==> config.mk <==
export PLATFORM = sky130hd
export DESIGN_NAME = rv_decode_stage
export DESIGN_NICKNAME = d
export VERILOG_FILES = /design/src/logic/rv_decode_pkg.sv /design/src/logic/id_ex_skid.sv /design/src/logic/rv_ctrl_decoder.sv /design/src/logic/rv_decode_stage.sv /design/src/logic/rv_imm_gen.sv
export VERILOG_INCLUDE_DIRS = /design/src /design/src/logic
export SDC_FILE = /design/constraint.sdc
export NUM_CORES = 1
export LEC_CHECK = 0
export ABC_CLOCK_PERIOD_IN_PS = 11120
export BUFFER_PORTS_ARGS = -buffer_cell sky130_fd_sc_hd__buf_2
export CAP_MARGIN = 20
export CORE_MARGIN = 2
export CORE_UTILIZATION = 40
export DETAILED_ROUTE_END_ITERATION = 6
export HOLD_SLACK_MARGIN = 0.08
export SLEW_MARGIN = 10
export SYNTH_ARGS = -nofsm -noshare
export SYNTH_HDL_FRONTEND = slang
export SYNTH_HIERARCHICAL = 1
export SYNTH_SLANG_ARGS = --single-unit
==> constraint.sdc <==
create_clock -name clk_i -period 11.12 [get_ports clk_i]
set_clock_uncertainty 0.05 [all_clocks]
set_input_delay 0.556 -clock clk_i [delete_from_list [all_inputs] [get_ports clk_i]]
set_output_delay 0.556 -clock clk_i [all_outputs]
set_load 0.01 [all_outputs]
==> src/logic/rv_decode_settings.svh <==
`ifndef RV_DECODE_SETTINGS_SVH
`define RV_DECODE_SETTINGS_SVH

// Datapath widths
`define XLEN        32
`define REG_ADDR_W  5

// RV32I major opcodes
`define OPC_LUI     7'b0110111
`define OPC_AUIPC   7'b0010111
`define OPC_JAL     7'b1101111
`define OPC_JALR    7'b1100111
`define OPC_BRANCH  7'b1100011
`define OPC_LOAD    7'b0000011
`define OPC_STORE   7'b0100011
`define OPC_OP_IMM  7'b0010011
`define OPC_OP      7'b0110011

// funct3 codes of the integer ALU group
`define F3_ADD_SUB  3'b000
`define F3_SLL      3'b001
`define F3_SLT      3'b010
`define F3_SLTU     3'b011
`define F3_XOR      3'b100
`define F3_SRL_SRA  3'b101
`define F3_OR       3'b110
`define F3_AND      3'b111
`define F3_JALR     3'b000

// funct7 codes, ALT selects SUB and SRA
`define F7_BASE     7'b0000000
`define F7_ALT      7'b0100000

// ALU operation codes
`define ALU_OP_W    4
`define ALU_ADD     4'd0
`define ALU_SUB     4'd1
`define ALU_SLL     4'd2
`define ALU_SLT     4'd3
`define ALU_SLTU    4'd4
`define ALU_XOR     4'd5
`define ALU_SRL     4'd6
`define ALU_SRA     4'd7
`define ALU_OR      4'd8
`define ALU_AND     4'd9
`define ALU_B       4'd10

// Immediate formats
`define IMM_SEL_W   3
`define IMM_I       3'd0
`define IMM_S       3'd1
`define IMM_B       3'd2
`define IMM_U       3'd3
`define IMM_J       3'd4
`define IMM_Z       3'd5

// Write-back sources
`define WB_SEL_W    2
`define WB_ALU      2'd0
`define WB_MEM      2'd1
`define WB_PC4      2'd2

// Memory access widths, equal to funct3[1:0]
`define MEM_W_W     2
`define MEM_BYTE    2'd0
`define MEM_HALF    2'd1
`define MEM_WORD    2'd2

// Branch condition is funct3 itself
`define BR_OP_W     3

// Register addresses, nine flags and the coded fields
`define CTRL_W      (3 * `REG_ADDR_W + 9 + `ALU_OP_W + `WB_SEL_W + `MEM_W_W + `BR_OP_W)

`endif

==> src/logic/rv_decode_pkg.sv <==
`include "rv_decode_settings.svh"

package rv_decode_pkg;

    typedef struct packed {
        logic [6:0]             funct7;
        logic [`REG_ADDR_W-1:0] rs2;
        logic [`REG_ADDR_W-1:0] rs1;
        logic [2:0]             funct3;
        logic [`REG_ADDR_W-1:0] rd;
        logic [6:0]             opcode;
    } r_type_t;

    typedef struct packed {
        logic [11:0]            imm;
        logic [`REG_ADDR_W-1:0] rs1;
        logic [2:0]             funct3;
        logic [`REG_ADDR_W-1:0] rd;
        logic [6:0]             opcode;
    } i_type_t;

    typedef struct packed {
        logic [6:0]             imm_11_5;
        logic [`REG_ADDR_W-1:0] rs2;
        logic [`REG_ADDR_W-1:0] rs1;
        logic [2:0]             funct3;
        logic [4:0]             imm_4_0;
        logic [6:0]             opcode;
    } s_type_t;

    // Branch offset bits are scattered around the register fields
    typedef struct packed {
        logic                   imm_12;
        logic [5:0]             imm_10_5;
        logic [`REG_ADDR_W-1:0] rs2;
        logic [`REG_ADDR_W-1:0] rs1;
        logic [2:0]             funct3;
        logic [3:0]             imm_4_1;
        logic                   imm_11;
        logic [6:0]             opcode;
    } b_type_t;

    typedef struct packed {
        logic [19:0]            imm_31_12;
        logic [`REG_ADDR_W-1:0] rd;
        logic [6:0]             opcode;
    } u_type_t;

    typedef struct packed {
        logic                   imm_20;
        logic [9:0]             imm_10_1;
        logic                   imm_11;
        logic [7:0]             imm_19_12;
        logic [`REG_ADDR_W-1:0] rd;
        logic [6:0]             opcode;
    } j_type_t;

    // One instruction word, seen through every base format
    typedef union packed {
        logic [`XLEN-1:0] raw;
        r_type_t          r_type;
        i_type_t          i_type;
        s_type_t          s_type;
        b_type_t          b_type;
        u_type_t          u_type;
        j_type_t          j_type;
    } instr_u;

endpackage

==> src/logic/id_ex_skid.sv <==
`timescale 1ns/1ps

module id_ex_skid #(
    parameter int DATA_W = 32
) (
    input  logic              clk_i,
    input  logic              reset_i,
    input  logic              in_valid_i,
    input  logic [DATA_W-1:0] in_data_i,
    output logic              in_ready_o,
    output logic              out_valid_o,
    output logic [DATA_W-1:0] out_data_o,
    input  logic              out_ready_i
);

    logic [1:0]        count_q;
    logic [DATA_W-1:0] head_q;
    logic [DATA_W-1:0] tail_q;
    logic              push;
    logic              pop;

    // Both handshake outputs come straight from the count register
    assign in_ready_o  = (count_q != 2'd2);
    assign out_valid_o = (count_q != 2'd0);
    assign out_data_o  = head_q;

    assign push = in_valid_i && in_ready_o;
    assign pop  = out_valid_o && out_ready_i;

    always_ff @(posedge clk_i) begin
        if (reset_i) begin
            count_q <= 2'd0;
        end else begin
            case ({push, pop})
                2'b10:   count_q <= count_q + 2'd1;
                2'b01:   count_q <= count_q - 2'd1;
                default: count_q <= count_q;
            endcase
        end
    end

    always_ff @(posedge clk_i) begin
        // New word goes to the head when the head is free or leaves now
        if (push && ((count_q == 2'd0) || ((count_q == 2'd1) && pop))) begin
            head_q <= in_data_i;
        end else if (pop && (count_q == 2'd2)) begin
            head_q <= tail_q;
        end
        // Second entry only fills while the head stays put
        if (push && (count_q == 2'd1) && !pop) begin
            tail_q <= in_data_i;
        end
    end

endmodule

==> src/logic/rv_ctrl_decoder.sv <==
`timescale 1ns/1ps
`include "rv_decode_settings.svh"

module rv_ctrl_decoder (
    input  rv_decode_pkg::instr_u   instr_i,
    output logic                    illegal_o,
    output logic                    rf_we_o,
    output logic                    op_a_pc_o,
    output logic                    op_b_imm_o,
    output logic                    lsu_re_o,
    output logic                    lsu_we_o,
    output logic                    lsu_unsigned_o,
    output logic                    is_branch_o,
    output logic                    is_jump_o,
    output logic [`ALU_OP_W-1:0]    alu_op_o,
    output logic [`WB_SEL_W-1:0]    wb_sel_o,
    output logic [`MEM_W_W-1:0]     lsu_width_o,
    output logic [`BR_OP_W-1:0]     br_op_o,
    output logic [`IMM_SEL_W-1:0]   imm_sel_o,
    output logic [`REG_ADDR_W-1:0]  rd_o,
    output logic [`REG_ADDR_W-1:0]  rs1_o,
    output logic [`REG_ADDR_W-1:0]  rs2_o
);

    logic [6:0] opcode;
    logic [2:0] funct3;
    logic [6:0] funct7;
    logic       illegal;

    // Shared by OP and OP-IMM, alt picks SUB or SRA
    function automatic logic [`ALU_OP_W-1:0] alu_from_funct(input logic [2:0] f3,
                                                            input logic alt);
        logic [`ALU_OP_W-1:0] op;
        case (f3)
            `F3_ADD_SUB: op = alt ? `ALU_SUB : `ALU_ADD;
            `F3_SLL:     op = `ALU_SLL;
            `F3_SLT:     op = `ALU_SLT;
            `F3_SLTU:    op = `ALU_SLTU;
            `F3_XOR:     op = `ALU_XOR;
            `F3_SRL_SRA: op = alt ? `ALU_SRA : `ALU_SRL;
            `F3_OR:      op = `ALU_OR;
            default:     op = `ALU_AND;
        endcase
        return op;
    endfunction

    assign opcode = instr_i.r_type.opcode;
    assign funct3 = instr_i.r_type.funct3;
    assign funct7 = instr_i.r_type.funct7;

    assign rd_o  = instr_i.r_type.rd;
    assign rs1_o = instr_i.r_type.rs1;
    assign rs2_o = instr_i.r_type.rs2;

    always_comb begin
        illegal        = 1'b0;
        rf_we_o        = 1'b0;
        op_a_pc_o      = 1'b0;
        op_b_imm_o     = 1'b0;
        lsu_re_o       = 1'b0;
        lsu_we_o       = 1'b0;
        lsu_unsigned_o = 1'b0;
        is_branch_o    = 1'b0;
        is_jump_o      = 1'b0;
        alu_op_o       = `ALU_ADD;
        wb_sel_o       = `WB_ALU;
        lsu_width_o    = `MEM_BYTE;
        br_op_o        = '0;
        imm_sel_o      = `IMM_Z;

        case (opcode)
            `OPC_LUI: begin
                imm_sel_o  = `IMM_U;
                rf_we_o    = 1'b1;
                op_b_imm_o = 1'b1;
                alu_op_o   = `ALU_B;
            end
            `OPC_AUIPC: begin
                imm_sel_o  = `IMM_U;
                rf_we_o    = 1'b1;
                op_a_pc_o  = 1'b1;
                op_b_imm_o = 1'b1;
            end
            `OPC_OP_IMM: begin
                imm_sel_o  = `IMM_I;
                rf_we_o    = 1'b1;
                op_b_imm_o = 1'b1;
                // Only shift immediates carry a funct7 field
                if (funct3 == `F3_SLL) begin
                    illegal = (funct7 != `F7_BASE);
                end else if (funct3 == `F3_SRL_SRA) begin
                    illegal = (funct7 != `F7_BASE) && (funct7 != `F7_ALT);
                end
                alu_op_o = alu_from_funct(funct3, (funct3 == `F3_SRL_SRA) && funct7[5]);
            end
            `OPC_OP: begin
                rf_we_o = 1'b1;
                if (funct7 == `F7_ALT) begin
                    illegal = (funct3 != `F3_ADD_SUB) && (funct3 != `F3_SRL_SRA);
                end else begin
                    // M extension words land here with funct7 of 1
                    illegal = (funct7 != `F7_BASE);
                end
                alu_op_o = alu_from_funct(funct3, funct7[5]);
            end
            `OPC_LOAD: begin
                imm_sel_o      = `IMM_I;
                rf_we_o        = 1'b1;
                op_b_imm_o     = 1'b1;
                lsu_re_o       = 1'b1;
                wb_sel_o       = `WB_MEM;
                lsu_width_o    = funct3[1:0];
                lsu_unsigned_o = funct3[2];
                // LD, LWU and the unused code 111
                illegal = (funct3[1:0] == 2'b11) || (funct3[2] && funct3[1]);
            end
            `OPC_STORE: begin
                imm_sel_o   = `IMM_S;
                op_b_imm_o  = 1'b1;
                lsu_we_o    = 1'b1;
                lsu_width_o = funct3[1:0];
                illegal     = funct3[2] || (funct3[1:0] == 2'b11);
            end
            `OPC_BRANCH: begin
                imm_sel_o   = `IMM_B;
                is_branch_o = 1'b1;
                br_op_o     = funct3;
                illegal     = (funct3[2:1] == 2'b01);
                // EQ/NE compare by subtraction, LT/GE by set-less-than
                case (funct3[2:1])
                    2'b10:   alu_op_o = `ALU_SLT;
                    2'b11:   alu_op_o = `ALU_SLTU;
                    default: alu_op_o = `ALU_SUB;
                endcase
            end
            `OPC_JAL: begin
                imm_sel_o  = `IMM_J;
                rf_we_o    = 1'b1;
                is_jump_o  = 1'b1;
                wb_sel_o   = `WB_PC4;
                op_a_pc_o  = 1'b1;
                op_b_imm_o = 1'b1;
            end
            `OPC_JALR: begin
                imm_sel_o  = `IMM_I;
                rf_we_o    = 1'b1;
                is_jump_o  = 1'b1;
                wb_sel_o   = `WB_PC4;
                op_b_imm_o = 1'b1;
                illegal    = (funct3 != `F3_JALR);
            end
            default: begin
                illegal = 1'b1;
            end
        endcase

        // No side effects may leave the stage for an illegal word
        if (illegal) begin
            rf_we_o     = 1'b0;
            lsu_re_o    = 1'b0;
            lsu_we_o    = 1'b0;
            is_branch_o = 1'b0;
            is_jump_o   = 1'b0;
        end
        illegal_o = illegal;
    end

endmodule

==> src/logic/rv_decode_stage.sv <==
`timescale 1ns/1ps
`include "rv_decode_settings.svh"

module rv_decode_stage (
    input  logic                    clk_i,
    input  logic                    reset_i,
    input  logic [`XLEN-1:0]        instr_i,
    input  logic                    instr_valid_i,
    output logic                    instr_ready_o,
    output logic                    dec_valid_o,
    input  logic                    dec_ready_i,
    output logic [`REG_ADDR_W-1:0]  rd_o,
    output logic [`REG_ADDR_W-1:0]  rs1_o,
    output logic [`REG_ADDR_W-1:0]  rs2_o,
    output logic [`XLEN-1:0]        imm_o,
    output logic                    illegal_o,
    output logic                    rf_we_o,
    output logic [`WB_SEL_W-1:0]    wb_sel_o,
    output logic [`ALU_OP_W-1:0]    alu_op_o,
    output logic                    op_a_pc_o,
    output logic                    op_b_imm_o,
    output logic                    lsu_re_o,
    output logic                    lsu_we_o,
    output logic [`MEM_W_W-1:0]     lsu_width_o,
    output logic                    lsu_unsigned_o,
    output logic                    is_branch_o,
    output logic                    is_jump_o,
    output logic [`BR_OP_W-1:0]     br_op_o
);

    import rv_decode_pkg::*;

    localparam int PAYLOAD_W = `CTRL_W + `XLEN;

    instr_u                  instr_w;
    logic [`IMM_SEL_W-1:0]   imm_sel;
    logic [`REG_ADDR_W-1:0]  rd, rs1, rs2;
    logic [`XLEN-1:0]        imm;
    logic                    illegal, rf_we, op_a_pc, op_b_imm;
    logic                    lsu_re, lsu_we, lsu_unsigned, is_branch, is_jump;
    logic [`WB_SEL_W-1:0]    wb_sel;
    logic [`ALU_OP_W-1:0]    alu_op;
    logic [`MEM_W_W-1:0]     lsu_width;
    logic [`BR_OP_W-1:0]     br_op;
    logic [PAYLOAD_W-1:0]    dec_payload;
    logic [PAYLOAD_W-1:0]    out_payload;

    assign instr_w.raw = instr_i;

    rv_ctrl_decoder i_ctrl_decoder (
        .instr_i        (instr_w),
        .illegal_o      (illegal),
        .rf_we_o        (rf_we),
        .op_a_pc_o      (op_a_pc),
        .op_b_imm_o     (op_b_imm),
        .lsu_re_o       (lsu_re),
        .lsu_we_o       (lsu_we),
        .lsu_unsigned_o (lsu_unsigned),
        .is_branch_o    (is_branch),
        .is_jump_o      (is_jump),
        .alu_op_o       (alu_op),
        .wb_sel_o       (wb_sel),
        .lsu_width_o    (lsu_width),
        .br_op_o        (br_op),
        .imm_sel_o      (imm_sel),
        .rd_o           (rd),
        .rs1_o          (rs1),
        .rs2_o          (rs2)
    );

    rv_imm_gen i_imm_gen (
        .instr_i   (instr_w),
        .imm_sel_i (imm_sel),
        .imm_o     (imm)
    );

    // Same field order on both sides of the buffer
    assign dec_payload = {illegal, rf_we, wb_sel, alu_op, op_a_pc, op_b_imm,
                          lsu_re, lsu_we, lsu_width, lsu_unsigned,
                          is_branch, is_jump, br_op, rd, rs1, rs2, imm};

    id_ex_skid #(
        .DATA_W (PAYLOAD_W)
    ) i_id_ex_skid (
        .clk_i       (clk_i),
        .reset_i     (reset_i),
        .in_valid_i  (instr_valid_i),
        .in_data_i   (dec_payload),
        .in_ready_o  (instr_ready_o),
        .out_valid_o (dec_valid_o),
        .out_data_o  (out_payload),
        .out_ready_i (dec_ready_i)
    );

    assign {illegal_o, rf_we_o, wb_sel_o, alu_op_o, op_a_pc_o, op_b_imm_o,
            lsu_re_o, lsu_we_o, lsu_width_o, lsu_unsigned_o,
            is_branch_o, is_jump_o, br_op_o, rd_o, rs1_o, rs2_o, imm_o} = out_payload;

endmodule

==> src/logic/rv_imm_gen.sv <==
`timescale 1ns/1ps
`include "rv_decode_settings.svh"

module rv_imm_gen (
    input  rv_decode_pkg::instr_u   instr_i,
    input  logic [`IMM_SEL_W-1:0]   imm_sel_i,
    output logic [`XLEN-1:0]        imm_o
);

    always_comb begin
        case (imm_sel_i)
            `IMM_I: imm_o = {{(`XLEN-12){instr_i.i_type.imm[11]}}, instr_i.i_type.imm};
            `IMM_S: imm_o = {{(`XLEN-12){instr_i.s_type.imm_11_5[6]}},
                             instr_i.s_type.imm_11_5, instr_i.s_type.imm_4_0};
            // Branch and jump offsets are halfword aligned
            `IMM_B: imm_o = {{(`XLEN-12){instr_i.b_type.imm_12}},
                             instr_i.b_type.imm_11, instr_i.b_type.imm_10_5,
                             instr_i.b_type.imm_4_1, 1'b0};
            `IMM_U: imm_o = {instr_i.u_type.imm_31_12, 12'b0};
            `IMM_J: imm_o = {{(`XLEN-20){instr_i.j_type.imm_20}},
                             instr_i.j_type.imm_19_12, instr_i.j_type.imm_11,
                             instr_i.j_type.imm_10_1, 1'b0};
            default: imm_o = '0;
        endcase
    end

endmodule

==> qor.txt, run 1 <==
Worst-path clk slew -> 50 ps
Internal power -> 1.28 mW
Synth Flop Type -> edfxtp_1
Worst setup SP type -> register
Net count after synthesis -> 475
Via density -> 5.12
Critical Path Sink Type -> register
Ports -> 105
DP HPWL -> 8470 µm
Slew Viols, Final -> 0
Cell Pwr Density -> 238 mW/mm²
Post-synth top cells -> 134 x edfxtp_1, 52 x mux2_2, 31 x nand2_1
Top cells by area, synth -> edfxtp_1 63%, mux2_2 9.2%, mux2_4 4.5%, buf_4 1.9%, nand2_1 1.8%
Req. time, crit path -> 10990 ps
Final Cycle Share -> 27.1%
Seq/Total Area, Yosys -> 63.9%
Die X -> 130 µm
EDFF count, synth -> 134
CTS sink cnt -> 136
Outcome -> finished clean
DR top layer -> met4
Largest net degree at the start of global routing -> 69
Synth unique cells -> 54
Final Hold Fails -> 0
Mapped Cells -> 435
Area share of the largest cell type after synthesis -> 63.3%
Cell type with the largest total area after synthesis -> edfxtp_1
Via count -> 3836
RePlAce Congestion -> 0.806
Die area -> 0.0169 mm²
DRT Wirelength -> 13100 µm
Max clock buf depth -> 2
Ratio of cells with drive above 1 in the final layout -> 41.2%
Final-report setup violation count -> 0
Total power -> 1.78 mW
Slew headroom -> 27.8%
Synth-to-Final Area Change -> 17.7%
Drt wl/cell -> 17.5 µm
Max Clock Freq -> 331 MHz
Yosys reg bits -> 136
Critical Path Max Stage Delay -> 770 ps
Worst-margin pin slew -> 1080 ps
CTS tree -> built
# hold bufs at CTS -> 0
Initial antenna violation count -> 1
DRT antenna net count -> 0
Worst min path class -> primary input to register
Final Util -> 47.6%
Core area -> 0.0157 mm²
Worst Path Max Fanout -> 68
Max-cap violations -> 0
Netlist Area Pre-Place -> 0.00636 mm²
Total GRT Usage -> 15.9%
RSZ-0062 raised after global routing -> false
Switching Power -> 0.496 mW
Met3 wire len -> 756 µm
Port bufs -> 104
Worst-skew pair later-pin latency -> 410 ps
Switching Share -> 27.9%
Ys async rst share -> 0%
Yosys Warn Count -> 6
Root Buffer -> clkbuf_16
Critical-path cell list -> inv_1 > ha_1 > a21o_1 > nand2_4 > nand2_4
Die H -> 130 µm
Clk network pwr share -> 30.8%
WL met1 -> 6150 µm
Max IR drop VDD -> 0.166 mV
Nets@finish -> 560
H-tree depth -> 4
Worst path arrival time -> 2890 ps
Met2 wire length -> 5990 µm
Total negative slack -> 0 ps
Drt first pass iters -> 4
Comb pwr share -> 25.6%
Row Count -> 46
Slowest cell on crit path -> nand2_4
Pre-CTS WS -> 7970 ps
Remaining DRCs -> 0
Num CTS Buffers -> 17
Sequential share of power -> 43.5%
Tmin final -> 3020 ps
Number of global-route vias before repair -> 3713
Post-CTS Resized -> 0
Avg Cell Area, Syn -> 14.6 µm²
Setup WS post-layout -> 8100 ps
Leakage -> 2.91 nW
Violation count after the first detailed-routing iteration -> 253
Postcts setup bufs -> 0
Initial core utilization -> 40.5%
First-pass GRT wire length -> 20100 µm
Cell with the most instances after synthesis -> edfxtp_1
Crit path top cell by count -> nand2_4
Grt ovf -> 0
Crit path kind -> register to register
cells in the final DEF (no fill, tap or decap), types with 3 or more instances in the layout:
| master | count |
|---|---|
| nor2_1 | 16 |
| mux2_4 | 19 |
| o21ai_0 | 5 |
| a21oi_1 | 23 |
| o22ai_1 | 12 |
| mux2_2 | 52 |
| clkinv_1 | 3 |
| nand3b_1 | 3 |
| ha_1 | 4 |
| nand2_1 | 30 |
| and2_1 | 6 |
| nand2b_1 | 6 |
| bufinv_16 | 3 |
| clkbuf_16 | 17 |
| clkinv_2 | 3 |
| a211oi_1 | 4 |
| nand3_1 | 3 |
| buf_2 | 104 |
| clkbuf_1 | 3 |
| xor2_1 | 3 |
| edfxtp_1 | 134 |
| nor3_1 | 6 |
| inv_1 | 14 |
| nor2b_1 | 10 |
| and2b_1 | 3 |
cell families after synthesis:
| kind of cell | count (synthesis) | synth area share (%) |
|---|---|---|
| muxes | 72 | 13.9 |
| DFF | 136 | 63.9 |
| adders and majority gates | 5 | 0.965 |
| buffers and inverters | 54 | 5.10 |
| and+or+nand+nor | 108 | 10.2 |
| AOI/OAI and AO/OA | 57 | 5.57 |
| xor gates and xnor gates | 3 | 0.413 |
power by group through the flow:
stage	Sequential, mW	Combinational (mW)	Clock, mW
2_1_floorplan	0.833	0.272	0
3_3_place_gp	0.784	0.458	0
3_5_place_dp	0.786	0.465	0
4_1_cts	0.776	0.469	0.559
5_1_grt	0.787	0.501	0.578
6_report	0.774	0.456	0.548
worst max-delay path: cells and delay by family, from the launching register on:
kind	cells	cell delay, ps
fa+ha+maj	1	230
simple gates	2	1520
buf+inv	1	80
compound gates	1	190
flops	1	380
layer usage:
| layer | track usage [%] | up-vias |
|---|---|---|
| li1 | - | 1787 |
| met1 | 21.6 | 1900 |
| met2 | 24.4 | 128 |
| met3 | 4.39 | 21 |
| met4 | 6.14 | 0 |
| met5 | 0 | - |
final timing paths:
| kind | start | end | slack, ps | cells past startpoint |
|---|---|---|---|---|
| max | i_id_ex_skid/count_q[0] | i_id_ex_skid/out_data_o[54] | 8100 | 5 |
| min | reset_i | i_id_ex_skid/count_q[1] | 270 | 2 |
| max reg2reg | i_id_ex_skid/count_q[0] | i_id_ex_skid/out_data_o[54] | 8100 | 5 |
| min reg2reg | i_id_ex_skid/count_q[1] | i_id_ex_skid/count_q[1] | 490 | 2 |
per-stage QoR:
step,cells,hold WS (ps),instance area (µm²)
after floorplan,435,429,6360
after global placement,717,449,6910
after detailed placement,717,470,6910
after CTS,748,259,7480
after global routing,748,264,7480
final,749,274,7480
layout make-up:
class | count | area, µm²
fillers | 1435 | 8230
flip-flops and latches | 136 | 4060
multi-input cells | 245 | 1990
repair buffers | 106 | 536
clock buffers | 20 | 437
well taps | 216 | 270
clock inverters | 11 | 131
inverters | 14 | 52.6
diodes | 1 | 2.50
flip-flops by register name (all words and copies together), names as in the netlist:
| name | flops |
|---|---|
| i_id_ex_skid/out_data_o | 67 |
| i_id_ex_skid/tail_q | 67 |
| i_id_ex_skid/count_q | 2 |
No activity file was read; power rests on OpenSTA's default activity.
==> run 2: changes to the inputs <==
--- a/config.mk
+++ b/config.mk
@@ -6,7 +6,7 @@
 export SDC_FILE = /design/constraint.sdc
 export NUM_CORES = 1
 export LEC_CHECK = 0
-export ABC_CLOCK_PERIOD_IN_PS = 11120
+export ABC_CLOCK_PERIOD_IN_PS = 3200
 export BUFFER_PORTS_ARGS = -buffer_cell sky130_fd_sc_hd__buf_2
 export CAP_MARGIN = 20
 export CORE_MARGIN = 2
==> constraint.sdc (replaced) <==
create_clock -name clk_i -period 3.2 [get_ports clk_i]
set_clock_uncertainty 0.05 [all_clocks]
set_input_delay 0.16 -clock clk_i [delete_from_list [all_inputs] [get_ports clk_i]]
set_output_delay 0.16 -clock clk_i [all_outputs]
set_load 0.01 [all_outputs]
==> run 2 against run 1 <==
  * First-iteration DRC count rose by 11%
  * Combinational power grew to 3.7 times the previous value
  * Hold slack worse by 130 ps
  * Register-to-register slack worse by 7200 ps
  * Via count grew 2.7%
  * Total power grew to 3.5 times the previous value
  * Global-route usage rose by 0.89 points
  * Critical path depth is 2 higher
  * Non-clock buffer count up 26
  * Sequential share of layout area fell by 2.0 points
  * Highest routed layer unchanged
==> qor.txt, run 2 (synthesis results as in run 1) <==
Leakage -> 3.04 nW (+4.5%)
Synth-to-Final Area Change -> 22.2%
Outcome -> finished clean
Number of global-route vias before repair -> 3857 (+3.9%)
Worst-path clk slew -> 50 ps (about the same)
Worst path arrival time -> 2420 ps (-470 ps)
Ports -> 105 (unchanged)
Slew headroom -> 49.6% (+22 points)
Total negative slack -> 0 ps (unchanged)
Req. time, crit path -> 3310 ps (-7680 ps)
Most common cell after layout, fill and taps aside -> edfxtp_1
DP Area -> 0.00699 mm² (+1.1%)
Postcts setup bufs -> 0 (unchanged)
Via density -> 5.08 (-0.76%)
Slew Viols, Final -> 0 (unchanged)
# hold bufs at CTS -> 21 (+21)
Worst R2R Setup Slack -> 910 ps (-7190 ps)
Largest net degree at the start of global routing -> 68 (-1.4%)
Row Count -> 46 (unchanged)
Total GRT Usage -> 16.8% (+0.89 points)
Worst min path class -> primary input to register
ANT cells -> 0 (-1)
RePlAce Congestion -> 0.787 (-2.4%)
Min-delay src -> instr_i[30]
DRT antenna net count -> 0 (unchanged)
Worst-margin pin slew -> 753 ps (-330 ps)
DP HPWL -> 8710 µm (+2.8%)
RSZ-0062 raised after global routing -> false
Initial antenna violation count -> 0 (-1)
Most frequent cells in the layout -> 134 x edfxtp_1, 104 x buf_2, 52 x mux2_2
Grt ovf -> 0 (unchanged)
Drt first pass iters -> 4 (unchanged)
CTS tree -> built
First-pass GRT wire length -> 21200 µm (+5.5%)
Max IR drop VDD -> 0.398 mV (+140%)
Worst-skew pair later-pin latency -> 410 ps (about the same)
Crit path launch -> instr_i[5]
Final Cycle Share -> 72.0%
Cell Pwr Density -> 807 mW/mm² (+240%)
Final Hold Fails -> 0 (unchanged)
Worst Path Max Fanout -> 19 (-72%)
Via count -> 3939 (+2.7%)
Worst r2r src -> i_id_ex_skid/count_q[0]
Final Util -> 49.4% (+1.8 points)
Die X -> 130 µm (unchanged)
Die area -> 0.0169 mm² (unchanged)
Violation count after the first detailed-routing iteration -> 280 (+11%)
Remaining DRCs -> 0 (unchanged)
Root Buffer -> clkbuf_16
Nets@finish -> 586 (+4.6%)
Post-Layout Inst Area -> 0.00777 mm² (+3.8%)
Total power -> 6.27 mW (+250%)
Die H -> 130 µm (unchanged)
Crit path kind -> primary input to register
Drt wl/cell -> 17.7 µm (+1.1%)
DRT Wirelength -> 13700 µm (+4.6%)
Ratio of cells with drive above 1 in the final layout -> 40.3% (-0.91 points)
Post-CTS Resized -> 0 (unchanged)
CTS sink cnt -> 136 (unchanged)
Port bufs -> 104 (unchanged)
H-tree depth -> 4 (unchanged)
Critical Path Sink Type -> register
Initial core utilization -> 40.5% (unchanged)
Core area -> 0.0157 mm² (unchanged)
Tmin final -> 2300 ps
Num CTS Buffers -> 17 (unchanged)
Max clock buf depth -> 2 (unchanged)
Fill cells -> 1372 (-4.4%)
Worst setup SP type -> primary input
Max-cap violations -> 0 (unchanged)
Max Clock Freq -> 434 MHz
Final-report setup violation count -> 0 (unchanged)
run 2: cell types whose count changed in the layout (fill, tap and decap cells not counted):
cell	before	now
buf_12	0	3
buf_4	2	4
clkbuf_1	3	4
clkinv_1	3	2
clkinv_2	3	5
clkinvlp_4	2	1
diode_2	1	0
dlygate4sd3_1	0	21
run 2: cell type report:
class                      instances  area (µm²)  share of cell area, %
clock buffer                      21         440                   5.67
clock inverter                    11         130                   1.68
inverter                          14        52.6                  0.677
multi-input combinational        245        1990                   25.6
sequential                       136        4060                   52.3
tap                              216         270                   3.48
timing repair buffer             132         821                   10.6
run 2: final timing paths:
check,endpoint,depth (start not counted)
max,i_id_ex_skid/out_data_o[25],7
min,i_id_ex_skid/tail_q[30],3
max reg2reg,i_id_ex_skid/out_data_o[29],6
min reg2reg,i_id_ex_skid/count_q[1],2
run 2: power breakdown:
group | internal (mW) | total, mW | switching (mW)
clock | 1.21 | 1.90 | 0.692
combinational | 0.733 | 1.68 | 0.950
sequential | 2.57 | 2.68 | 0.117
run 2: metal layers:
layer | global-route usage [%] | vias up | part of all wire [%]
met2 | 25.8 | 112 | 48
met4 | 6.58 | 0 | 1.5
met3 | 3.98 | 18 | 4.3
li1 | - | 1832 | -
met1 | 23.1 | 1977 | 47
met5 | 0 | - | 0
run 2: stage by stage:
step / std cells / worst slack (ps) / hold WS [ps]
final: 775 / 895 / 148
after global routing: 775 / 704 / 155
after CTS: 775 / 858 / 116
after detailed placement: 722 / 511 / 292
after global placement: 722 / 584 / 290
after floorplan: 435 / 123 / 182
run 2: worst max-delay path: stages:
cell	delay (ps)
buf_2	180
a21boi_0	380
nand3b_1	620
maj3_2	460
nand2b_4	230
nand2_1	100
mux2_2	270
